[src/design/noc_consts.svh]
`ifndef NOC_CONSTS_SVH
`define NOC_CONSTS_SVH

// Width of one flit on the tile link.
`define NOC_FLIT_WIDTH 32

// Entries in the link FIFO between the two tiles.
`define NOC_FIFO_DEPTH 4

// Most flits in one packet, the header flit included.
`define NOC_MAX_PKT_LEN 31

// Header field widths. Together they fill one flit.
`define NOC_ID_WIDTH 4
`define NOC_CLASS_WIDTH 3
`define NOC_LEN_WIDTH 5
`define NOC_TAG_WIDTH 16

`endif

[src/design/noc_msg_pkg.sv]
`default_nettype none

`include "noc_consts.svh"

package noc_msg_pkg;

  // Address of a tile in the mesh.
  typedef logic [`NOC_ID_WIDTH-1:0] tile_id_t;

  // Traffic class carried in the packet header.
  typedef enum logic [`NOC_CLASS_WIDTH-1:0] {
    DMA  = 3'd0,
    MPB  = 3'd1,
    SYNC = 3'd2,
    CTRL = 3'd3
  } msg_class_e;

endpackage

`default_nettype wire

[src/design/noc_flit_pkg.sv]
`default_nettype none

`include "noc_consts.svh"

package noc_flit_pkg;

  import noc_msg_pkg::*;

  // First flit of every packet. Fields are listed from the MSB down.
  typedef struct packed {
    tile_id_t                  dst;
    tile_id_t                  src;
    msg_class_e                cls;
    logic [`NOC_LEN_WIDTH-1:0] len;  // Flits in the packet, header included.
    logic [`NOC_TAG_WIDTH-1:0] tag;
  } noc_hdr_t;

  // One link word, seen as a header on the first flit and as raw data after it.
  typedef union packed {
    noc_hdr_t                   hdr;
    logic [`NOC_FLIT_WIDTH-1:0] data;
  } noc_flit_u;

endpackage

`default_nettype wire

[src/design/noc_link_fifo.sv]
`timescale 1ns/1ps
`default_nettype none

`include "noc_consts.svh"

module noc_link_fifo #(
  parameter int DEPTH = `NOC_FIFO_DEPTH
) (
  input  logic                    clk,
  input  logic                    arst_n_i,

  input  noc_flit_pkg::noc_flit_u in_flit_i,
  input  logic                    in_last_i,
  input  logic                    in_valid_i,
  output logic                    in_ready_o,

  output noc_flit_pkg::noc_flit_u out_flit_o,
  output logic                    out_last_o,
  output logic                    out_valid_o,
  input  logic                    out_ready_i
);

  import noc_flit_pkg::*;

  localparam int PTR_W = (DEPTH > 1) ? $clog2(DEPTH) : 1;
  localparam int CNT_W = $clog2(DEPTH + 1);

  noc_flit_u        flit_mem [DEPTH];
  logic             last_mem [DEPTH];
  logic [PTR_W-1:0] wr_ptr_q;
  logic [PTR_W-1:0] rd_ptr_q;
  logic [CNT_W-1:0] count_q;
  logic             full;
  logic             do_wr;
  logic             do_rd;

  function automatic logic [PTR_W-1:0] next_ptr(input logic [PTR_W-1:0] ptr);
    return (ptr == PTR_W'(DEPTH - 1)) ? '0 : ptr + 1'b1;
  endfunction

  assign full        = (count_q == CNT_W'(DEPTH));
  assign out_valid_o = (count_q != '0);
  assign in_ready_o  = !full || out_ready_i;  // A full FIFO still takes a flit on a pop.
  assign do_wr       = in_valid_i && in_ready_o;
  assign do_rd       = out_valid_o && out_ready_i;

  assign out_flit_o = flit_mem[rd_ptr_q];
  assign out_last_o = last_mem[rd_ptr_q];

  always_ff @(posedge clk) begin
    if (do_wr) begin
      flit_mem[wr_ptr_q] <= in_flit_i;
      last_mem[wr_ptr_q] <= in_last_i;
    end
  end

  always_ff @(posedge clk or negedge arst_n_i) begin
    if (!arst_n_i) begin
      wr_ptr_q <= '0;
      rd_ptr_q <= '0;
      count_q  <= '0;
    end else begin
      if (do_wr) wr_ptr_q <= next_ptr(wr_ptr_q);
      if (do_rd) rd_ptr_q <= next_ptr(rd_ptr_q);
      case ({do_wr, do_rd})
        2'b10:   count_q <= count_q + 1'b1;
        2'b01:   count_q <= count_q - 1'b1;
        default: count_q <= count_q;  // Push and pop together keep the level.
      endcase
    end
  end

endmodule

`default_nettype wire

[src/design/noc_pkt_sink.sv]
`timescale 1ns/1ps
`default_nettype none

`include "noc_consts.svh"

module noc_pkt_sink #(
  parameter noc_msg_pkg::tile_id_t LOCAL_ID = '0
) (
  input  logic                       clk,
  input  logic                       arst_n_i,

  input  noc_flit_pkg::noc_flit_u    in_flit_i,
  input  logic                       in_last_i,
  input  logic                       in_valid_i,
  output logic                       in_ready_o,

  input  logic                       rx_stall_i,
  output logic                       rx_valid_o,
  output logic                       rx_drop_o,
  output noc_msg_pkg::tile_id_t      rx_src_o,
  output noc_msg_pkg::msg_class_e    rx_class_o,
  output logic [`NOC_LEN_WIDTH-1:0]  rx_len_o,
  output logic [`NOC_TAG_WIDTH-1:0]  rx_tag_o,
  output logic [`NOC_FLIT_WIDTH-1:0] rx_sum_o
);

  localparam logic [`NOC_LEN_WIDTH-1:0] MAX_LEN = `NOC_MAX_PKT_LEN;

  logic in_body_q;  // Set once the header of the current packet is taken.
  logic match_q;
  logic take;
  logic pkt_match;

  assign in_ready_o = !rx_stall_i;
  assign take       = in_valid_i && in_ready_o;

  // On the header flit the match is decoded live, later it comes from the register.
  assign pkt_match = in_body_q ? match_q : (in_flit_i.hdr.dst == LOCAL_ID);

  always_ff @(posedge clk or negedge arst_n_i) begin
    if (!arst_n_i) begin
      in_body_q  <= 1'b0;
      rx_valid_o <= 1'b0;
      rx_drop_o  <= 1'b0;
    end else begin
      rx_valid_o <= take && in_last_i && pkt_match;
      rx_drop_o  <= take && in_last_i && !pkt_match;
      if (take) begin
        in_body_q <= !in_last_i;
      end
    end
  end

  // The report fields are the capture registers themselves. They are
  // complete on the edge that takes the last flit, which also raises the strobe.
  always_ff @(posedge clk) begin
    if (take) begin
      if (!in_body_q) begin
        match_q    <= (in_flit_i.hdr.dst == LOCAL_ID);
        rx_src_o   <= in_flit_i.hdr.src;
        rx_class_o <= in_flit_i.hdr.cls;
        rx_tag_o   <= in_flit_i.hdr.tag;
        rx_len_o   <= 'd1;
        rx_sum_o   <= '0;
      end else begin
        rx_sum_o <= rx_sum_o ^ in_flit_i.data;
        if (rx_len_o != MAX_LEN) begin
          rx_len_o <= rx_len_o + 1'b1;  // Saturates on an overlong packet.
        end
      end
    end
  end

endmodule

`default_nettype wire

[src/design/noc_pkt_source.sv]
`timescale 1ns/1ps
`default_nettype none

`include "noc_consts.svh"

module noc_pkt_source #(
  parameter noc_msg_pkg::tile_id_t SRC_ID = '0
) (
  input  logic                       clk,
  input  logic                       arst_n_i,

  input  logic                       tx_req_i,
  input  noc_msg_pkg::tile_id_t      tx_dst_i,
  input  noc_msg_pkg::msg_class_e    tx_class_i,
  input  logic [`NOC_LEN_WIDTH-1:0]  tx_len_i,
  input  logic [`NOC_TAG_WIDTH-1:0]  tx_tag_i,
  input  logic [`NOC_FLIT_WIDTH-1:0] tx_seed_i,
  output logic                       tx_busy_o,

  output noc_flit_pkg::noc_flit_u    out_flit_o,
  output logic                       out_last_o,
  output logic                       out_valid_o,
  input  logic                       out_ready_i
);

  typedef enum logic [1:0] {
    ST_IDLE,
    ST_HDR,
    ST_PAY
  } state_t;

  state_t                     state_q;
  logic [`NOC_LEN_WIDTH-1:0]  pay_left_q;  // Payload flits not yet accepted.
  logic [`NOC_FLIT_WIDTH-1:0] seed_q;
  logic                       start;
  logic                       flit_done;

  assign start     = (state_q == ST_IDLE) && tx_req_i;  // Strobes while busy are dropped.
  assign flit_done = out_valid_o && out_ready_i;

  assign tx_busy_o   = (state_q != ST_IDLE);
  assign out_valid_o = (state_q != ST_IDLE);

  // A header-only packet ends on the header itself.
  assign out_last_o = ((state_q == ST_HDR) && (pay_left_q == '0)) ||
                      ((state_q == ST_PAY) && (pay_left_q == 'd1));

  always_ff @(posedge clk or negedge arst_n_i) begin
    if (!arst_n_i) begin
      state_q    <= ST_IDLE;
      pay_left_q <= '0;
    end else begin
      case (state_q)
        ST_IDLE: begin
          if (start) begin
            state_q    <= ST_HDR;
            pay_left_q <= tx_len_i - 1'b1;
          end
        end
        ST_HDR: begin
          if (flit_done) begin
            state_q <= (pay_left_q == '0) ? ST_IDLE : ST_PAY;
          end
        end
        ST_PAY: begin
          if (flit_done) begin
            pay_left_q <= pay_left_q - 1'b1;
            if (pay_left_q == 'd1) begin
              state_q <= ST_IDLE;
            end
          end
        end
        default: state_q <= ST_IDLE;
      endcase
    end
  end

  // The output word is built in place. The header goes in through the
  // hdr view, then every accepted flit advances the data view by one.
  always_ff @(posedge clk) begin
    if (start) begin
      out_flit_o.hdr.dst <= tx_dst_i;
      out_flit_o.hdr.src <= SRC_ID;
      out_flit_o.hdr.cls <= tx_class_i;
      out_flit_o.hdr.len <= tx_len_i;
      out_flit_o.hdr.tag <= tx_tag_i;
      seed_q             <= tx_seed_i;
    end else if (flit_done) begin
      if (state_q == ST_HDR) begin
        out_flit_o.data <= seed_q;  // First payload flit is the seed.
      end else begin
        out_flit_o.data <= out_flit_o.data + 1'b1;
      end
    end
  end

endmodule

`default_nettype wire

[src/design/noc_tile_link.sv]
`timescale 1ns/1ps
`default_nettype none

`include "noc_consts.svh"

module noc_tile_link #(
  parameter noc_msg_pkg::tile_id_t SRC_ID = 4'd1,
  parameter noc_msg_pkg::tile_id_t DST_ID = 4'd2
) (
  input  logic                       clk,
  input  logic                       arst_n_i,

  input  logic                       tx_req_i,
  input  noc_msg_pkg::tile_id_t      tx_dst_i,
  input  noc_msg_pkg::msg_class_e    tx_class_i,
  input  logic [`NOC_LEN_WIDTH-1:0]  tx_len_i,
  input  logic [`NOC_TAG_WIDTH-1:0]  tx_tag_i,
  input  logic [`NOC_FLIT_WIDTH-1:0] tx_seed_i,
  output logic                       tx_busy_o,

  input  logic                       rx_stall_i,
  output logic                       rx_valid_o,
  output logic                       rx_drop_o,
  output noc_msg_pkg::tile_id_t      rx_src_o,
  output noc_msg_pkg::msg_class_e    rx_class_o,
  output logic [`NOC_LEN_WIDTH-1:0]  rx_len_o,
  output logic [`NOC_TAG_WIDTH-1:0]  rx_tag_o,
  output logic [`NOC_FLIT_WIDTH-1:0] rx_sum_o
);

  import noc_flit_pkg::*;

  // Flits from the source tile into the link FIFO.
  noc_flit_u src_flit;
  logic      src_last;
  logic      src_valid;
  logic      src_ready;

  // Flits from the link FIFO into the sink tile.
  noc_flit_u snk_flit;
  logic      snk_last;
  logic      snk_valid;
  logic      snk_ready;

  noc_pkt_source #(
    .SRC_ID (SRC_ID)
  ) u_source (
    .clk         (clk),
    .arst_n_i    (arst_n_i),
    .tx_req_i    (tx_req_i),
    .tx_dst_i    (tx_dst_i),
    .tx_class_i  (tx_class_i),
    .tx_len_i    (tx_len_i),
    .tx_tag_i    (tx_tag_i),
    .tx_seed_i   (tx_seed_i),
    .tx_busy_o   (tx_busy_o),
    .out_flit_o  (src_flit),
    .out_last_o  (src_last),
    .out_valid_o (src_valid),
    .out_ready_i (src_ready)
  );

  noc_link_fifo #(
    .DEPTH (`NOC_FIFO_DEPTH)
  ) u_fifo (
    .clk         (clk),
    .arst_n_i    (arst_n_i),
    .in_flit_i   (src_flit),
    .in_last_i   (src_last),
    .in_valid_i  (src_valid),
    .in_ready_o  (src_ready),
    .out_flit_o  (snk_flit),
    .out_last_o  (snk_last),
    .out_valid_o (snk_valid),
    .out_ready_i (snk_ready)
  );

  noc_pkt_sink #(
    .LOCAL_ID (DST_ID)
  ) u_sink (
    .clk        (clk),
    .arst_n_i   (arst_n_i),
    .in_flit_i  (snk_flit),
    .in_last_i  (snk_last),
    .in_valid_i (snk_valid),
    .in_ready_o (snk_ready),
    .rx_stall_i (rx_stall_i),
    .rx_valid_o (rx_valid_o),
    .rx_drop_o  (rx_drop_o),
    .rx_src_o   (rx_src_o),
    .rx_class_o (rx_class_o),
    .rx_len_o   (rx_len_o),
    .rx_tag_o   (rx_tag_o),
    .rx_sum_o   (rx_sum_o)
  );

endmodule

`default_nettype wire

[config.mk]
export PLATFORM = sky130hd
export DESIGN_NAME = noc_tile_link
export DESIGN_NICKNAME = d
export VERILOG_FILES = /design/src/design/noc_msg_pkg.sv /design/src/design/noc_flit_pkg.sv /design/src/design/noc_link_fifo.sv /design/src/design/noc_pkt_sink.sv /design/src/design/noc_pkt_source.sv /design/src/design/noc_tile_link.sv
export VERILOG_INCLUDE_DIRS = /design/src /design/src/design
export SDC_FILE = /design/constraint.sdc
export NUM_CORES = 1
export LEC_CHECK = 0
export ABC_AREA = 1
export BUFFER_PORTS_ARGS = -buffer_cell sky130_fd_sc_hd__buf_2
export CORE_MARGIN = 1.5
export CORE_UTILIZATION = 39
export CTS_CLUSTER_SIZE = 40
export DETAILED_ROUTE_END_ITERATION = 10
export PLACE_DENSITY = 0.69
export SLEW_MARGIN = 20
export SYNTH_ARGS = -nofsm -noshare
export SYNTH_HDL_FRONTEND = slang
export SYNTH_HIERARCHICAL = 1
export SYNTH_SLANG_ARGS = --single-unit
[constraint.sdc]
create_clock -name clk -period 2.6 [get_ports clk]
set_clock_uncertainty 0.2 [all_clocks]
set_input_delay 0.52 -clock clk [delete_from_list [all_inputs] [get_ports clk]]
set_output_delay 0.52 -clock clk [all_outputs]
set_load 0.01 [all_outputs]
# After elaboration in Yosys (flattened, before gate mapping)
# Memory sizes are Yosys's and may differ from the RTL's.
# Index checks and enable logic that the tools add are counted.
# totals
elab_cells	88
ramBits	132
ff_bits	142
input_bits	64
memories	2
out_inout_bits	63
# mem_list
memory	words	word_bits	read_ports	rd_clocked_by_memory_dff	wr	line_no	text
u_fifo.flit_mem	4	32	1	0	1	noc_link_fifo.sv:28	noc_flit_u flit_mem [DEPTH];
u_fifo.last_mem	4	1	1	0	1	noc_link_fifo.sv:29	logic last_mem [DEPTH];
# op_classes
n_bitwise	2
add_sub_neg	8
n_mux	19
eq_ne	15
n_reduce_logical	25
# ops
operator	count
$mux W32	3
$add A32 B1 Y32 const B	1
$xor A32 B32 Y32	1
$mux W5	3
$mux W2	7
$pmux W5 S2	1
$sub A5 B1 Y5 const B	2
$eq A2 B2 Y1 const B	4
$logic_and A1 B1 Y1	8
$reduce_bool A2 Y1	4
$ne A2 B1 Y1 const B	3
$pmux W2 S3	1
$pmux W3 S2	1
$add A5 B1 Y5 const B	1
$eq A5 B1 Y1 const B	1
$logic_not A5 Y1	1
$ne A5 B5 Y1 const B	1
$add A2 B1 Y2 const B	2
$eq A2 B1 Y1 const B	2
$eq A4 B2 Y1 const B	1
$logic_not A1 Y1	4
$ne A2 B2 Y1 const B	2
$reduce_and A2 Y1	2
$reduce_and A4 Y1	1
9 further kinds	12

# Longest topological paths before layout
# depth
ltp_word	6
depth_mapped	12
mapped_depth_nobuf	12

# Hierarchy
# Netlist, hierarchy kept.
# modules_own_cells
module	area_each_um2	seq_area_each_um2	n_inst	cells_per_inst
noc_link_fifo	5788.1	4139.0	1	445
noc_pkt_source	4057.6	2057.0	1	522
noc_pkt_sink	2529.9	1906.8	1	165

# Least setup slack after synthesis
# OpenSTA, ideal clock, no wires.
# synth_timing
kind	input to register
startpoint	in rx_stall_i
endpoint	mem u_fifo/flit_mem[0][0] in the netlist's numbering, enable pin
required_ns	1.977
setup_time_ns	0.423
path_buffers	0
cell_stages	5
arrival_time_ns	2.375
path_slack_ns	-0.398
path_cell_list	inv_2 nor2_1 nand2_1 nand2_1 nor2_1
# synth_via
elab_chain_cells	5
# synth_rtl
element	line_no	text
start: declaration	noc_tile_link.sv:21	input logic rx_stall_i,
$logic_not A1 Y1	noc_pkt_sink.sv:34	assign in_ready_o = !rx_stall_i;
$logic_or A1 B1 Y1	noc_link_fifo.sv:43	assign in_ready_o = !full || out_ready_i;
net src_ready	noc_tile_link.sv:37	logic src_ready;
$logic_and A1 B1 Y1	noc_link_fifo.sv:44	assign do_wr = in_valid_i && in_ready_o;
$mux W1	noc_link_fifo.sv:51	if (do_wr) begin
$mux W1 (implied by the code)	noc_link_fifo.sv:52	flit_mem[wr_ptr_q] <= in_flit_i;
end: declaration	noc_link_fifo.sv:28	
# The timed path passes the listed nets, and every way through them passes these cells.

# Final worst setup path
# layout_timing
startpoint	reg u_source.state_q[1]
endpoint	out tx_busy_o
# layout_via
elab_chain_cells	1
# layout_rtl
element	line_no	text
start: declaration	noc_pkt_source.sv:32	state_t state_q;
start signal: assignment	noc_pkt_source.sv:62	state_q <= (pay_left_q == '0) ? ST_IDLE : ST_PAY;
$reduce_bool A2 Y1	noc_pkt_source.sv:41	assign tx_busy_o = (state_q != ST_IDLE);
end: declaration	noc_tile_link.sv:19	output logic tx_busy_o,
# Every way passes these cells.

==> impl_metrics.toml <==
[yosys]
synth.distinct_cells = 36
synthTopCellsByArea = "edfxtp_1, nand2_1, nor2_1, inv_1, dfrtp_1"
syn_area_sq_um = 12400
ys_ff_latch = 274
yosys.area.top_type_share = 0.614
yosys_warnings = 6
syn_inst = 1132
ys_seq_area_frac = 0.655
synth_top_cell_by_area = "edfxtp_1"
avgSynthCellArea_sq_um = 10.9
synth_nets = 1210

[placement]
io_buffers = 126
dp_cells = 1641
post-dp-hpwl_mm = 17.8
gp_congestion = 0.916
dp_worst_setup_slack_ns = 0.446

[critical_path]
crit_buf_inv = 2
crit_path_max_incr_delay_ns = 0.40
crit_fanout = 5
worst-setup-path-type = "reg2out"
crit_arrival_ns = 1.46
regToRegEndpoint = "u_fifo/count_q[2]$_DFFE_PN0P_"
reg2reg_depth = 10
crit_start = "u_source/state_q[1]$_DFFE_PN0P_"
ff2ff_setup_slack_ns = 0.52
start_kind = "flip-flop"
cp_cell_sequence = "inv_1 > nand2_1 > buf_2"
crit_path_end_kind = "primary output"
cp_slowest_cell = "dfrtp_1"
crit_required_ns = 1.88
rr_startpoint = "u_source/state_q[1]$_DFFE_PN0P_"
crit_family = "flip-flops"

[drt]
vias_per_cell = 4.82
ant_nets = 0
vias = 8321
drt_first_iter_violations = 675
wirelength_mm = 26.4
wl_per_cell_microns = 15.3
dr.pass1.iters = 5
route.detailed.drc = 0

[worst_hold_path]
hp-class = "in2reg"
holdPathStages = 3
hp-start = "tx_tag_i[10]"
hold_end = "u_source/out_flit_o[10]$_DFFE_PP_"

[grt]
antenna_found_initial = 0
grt.overflow.total = 0
met2_usage = 0.274
grt_pass1_vias = 8109
use_met3 = 0.0236
met1_usage = 0.218
grt_first_pass_wirelength_mm = 42.4
grt.busiest_layer = "met2"
grt_max_degree = 51
grt_use_total = 0.162

[final_layout]
final_cells = 1727
seq_area_sq_um = 8110
drive_gt1_frac = 0.193
final_cell_mix = "nand2_1, edfxtp_1, nor2_1"
multiInputGateArea_sq_um = 3520
nNetsFinal = 1381
final_common_cell = "nand2_1"
n_antenna_cell = 0
syn2layout_area_growth_pct = 19.3
n_fill_cell = 2838

[clocking]
clk_pin_slew_worst_paths_ns = 0.06
ctsRootBufferMaster = "clkbuf_16"
post_cts_resize_count = 0
cts_inserted_buffers = 29
cts_tree = "yes"
clockBufferDepth = 3
clk_latency_ns = 0.56
clock_sinks = 274
h-tree-depth = 1

[power_and_ir_drop]
leakage_nw = 5.89
p_sw_w = 0.00695
power_w = 0.0188
pwr-share-comb = 0.333
p_sw_frac = 0.369
pwr-share-seq = 0.455
powerDensity_nw_per_um2 = 1280
ir_worst_vdd_mv = 0.591
pwr-share-clk = 0.212
p_int_w = 0.0119

[sta]
slew-limit-headroom = 0.587
timing.final.hold_violations = 0
setup_slack_ns = 0.420
holdWs_ns = 0.0556
finalSetupViolCount = 0
rsz0062_at_grt = "false"
fmax_mhz = 459
fin_crit_sh = 0.838
min_period_ns = 2.18
slew_viol_final = 0
tightest_slew_ns = 0.619

[outcome]
status = "complete, no violations"

[floorplan]
die_w_microns = 181
start_util = 0.394
ios = 127
core_area_sq_um = 31400
fp-row-count = 65
die_area_sq_um = 32800
die_h_microns = 181

[job]
cap_violations = 0
[sequential cells by signal, summed over array words and instances (netlist names), 3 cells and up]
signal,count
u_sink/rx_class_o,3
u_sink/rx_tag_o,16
u_fifo/last_mem,4
u_source/seed_q,32
u_fifo/count_q,3
u_source/pay_left_q,5
u_sink/rx_src_o,4
u_source/out_flit_o,32
u_sink/rx_sum_o,32
u_sink/rx_len_o,5
u_fifo/flit_mem,128
[per-stage QoR]
step | area, sq um | util | TNS (ns)
final | 14800 | 0.470 | 0
after floorplan | 12400 | - | -52.59
after detailed placement | 13500 | 0.431 | 0
after global placement | 13500 | 0.431 | 0
after CTS | 14800 | 0.470 | 0
after global routing | 14800 | 0.470 | 0
[power by group through the flow]
stage / clock network [W] / logic, W / registers (W)
after floorplan: 0 / 0.00447 / 0.00832
after global placement: 0 / 0.00614 / 0.00859
after detailed placement: 0 / 0.00629 / 0.00866
after CTS: 0.00409 / 0.00636 / 0.00857
after global routing: 0.00426 / 0.00711 / 0.00879
final: 0.00400 / 0.00627 / 0.00857
[layer usage]
layer  part of all wire  wire length, microns  vias to the layer above
met4              0.021                   566                        0
met3              0.049                  1300                       36
li1                   -                     -                     4137
met2               0.48                 12600                      216
met1               0.45                 12000                     3932
met5                  0                     0                        -
[cell usage after synthesis]
master / instances
nor2_2: 11
o21ai_1: 19
buf_1: 3
o21a_1: 1
o21ai_0: 62
dfxtp_1: 4
inv_6: 1
inv_1: 123
fa_1: 1
dfrtp_1: 17
a21oi_1: 42
buf_2: 13
clkbuf_1: 6
nand2_2: 8
nand3_2: 3
o211ai_1: 7
nand2_1: 259
o21bai_1: 1
a21oi_2: 1
or2_2: 1
nand3_1: 49
o211ai_2: 26
ha_1: 13
clkinv_1: 1
nor2_4: 2
nand4_1: 2
a31oi_1: 1
nor2_1: 136
inv_2: 4
buf_4: 6
xnor2_1: 38
buf_6: 12
edfxtp_1: 253
o21ai_2: 1
xor2_1: 3
o22ai_1: 2
[area by class of cell]
class                      count  share of cell area
clock buffer                  31              0.0496
clock inverter                22              0.0127
inverter                     129              0.0331
multi-input combinational    689               0.238
sequential                   274               0.549
tap                          402              0.0341
timing repair buffer         180              0.0834
[cells by family (layout without fill, tap and decap cells)]
kind of cell               count (synthesis)  in the layout  synth area share
and+or+nand+nor                          471            471             0.155
DFF                                      274            274             0.655
buffers and inverters                    169            362            0.0621
AOI/OAI and AO/OA                        163            163            0.0844
xor gates and xnor gates                  41             41            0.0290
adders and majority gates                 14             14            0.0148
[worst max path at each step]
stage / end / slack [ns] / cells past startpoint
2_1_floorplan: u_fifo/flit_mem[0][0]$_DFFE_PP_ / -0.40 / 5
3_3_place_gp: u_fifo/count_q[2]$_DFFE_PN0P_ / 0.45 / 12
3_5_place_dp: u_fifo/count_q[2]$_DFFE_PN0P_ / 0.45 / 12
4_1_cts: tx_busy_o / 0.40 / 3
5_1_grt: tx_busy_o / 0.32 / 3
6_report: tx_busy_o / 0.42 / 3
[tightest hold or removal path, stage by stage]
cell     delay (ns)
buf_2          0.08
nand2_1        0.05
nand2_1        0.05
[what timing repair did]
| item | CTS | global route |
|---|---|---|
| hold buffers | 33 | 0 |
| buffers inserted | 0 | 0 |
| hold endpoints to repair | 49 | 0 |
(Power assumes the default switching activity.)
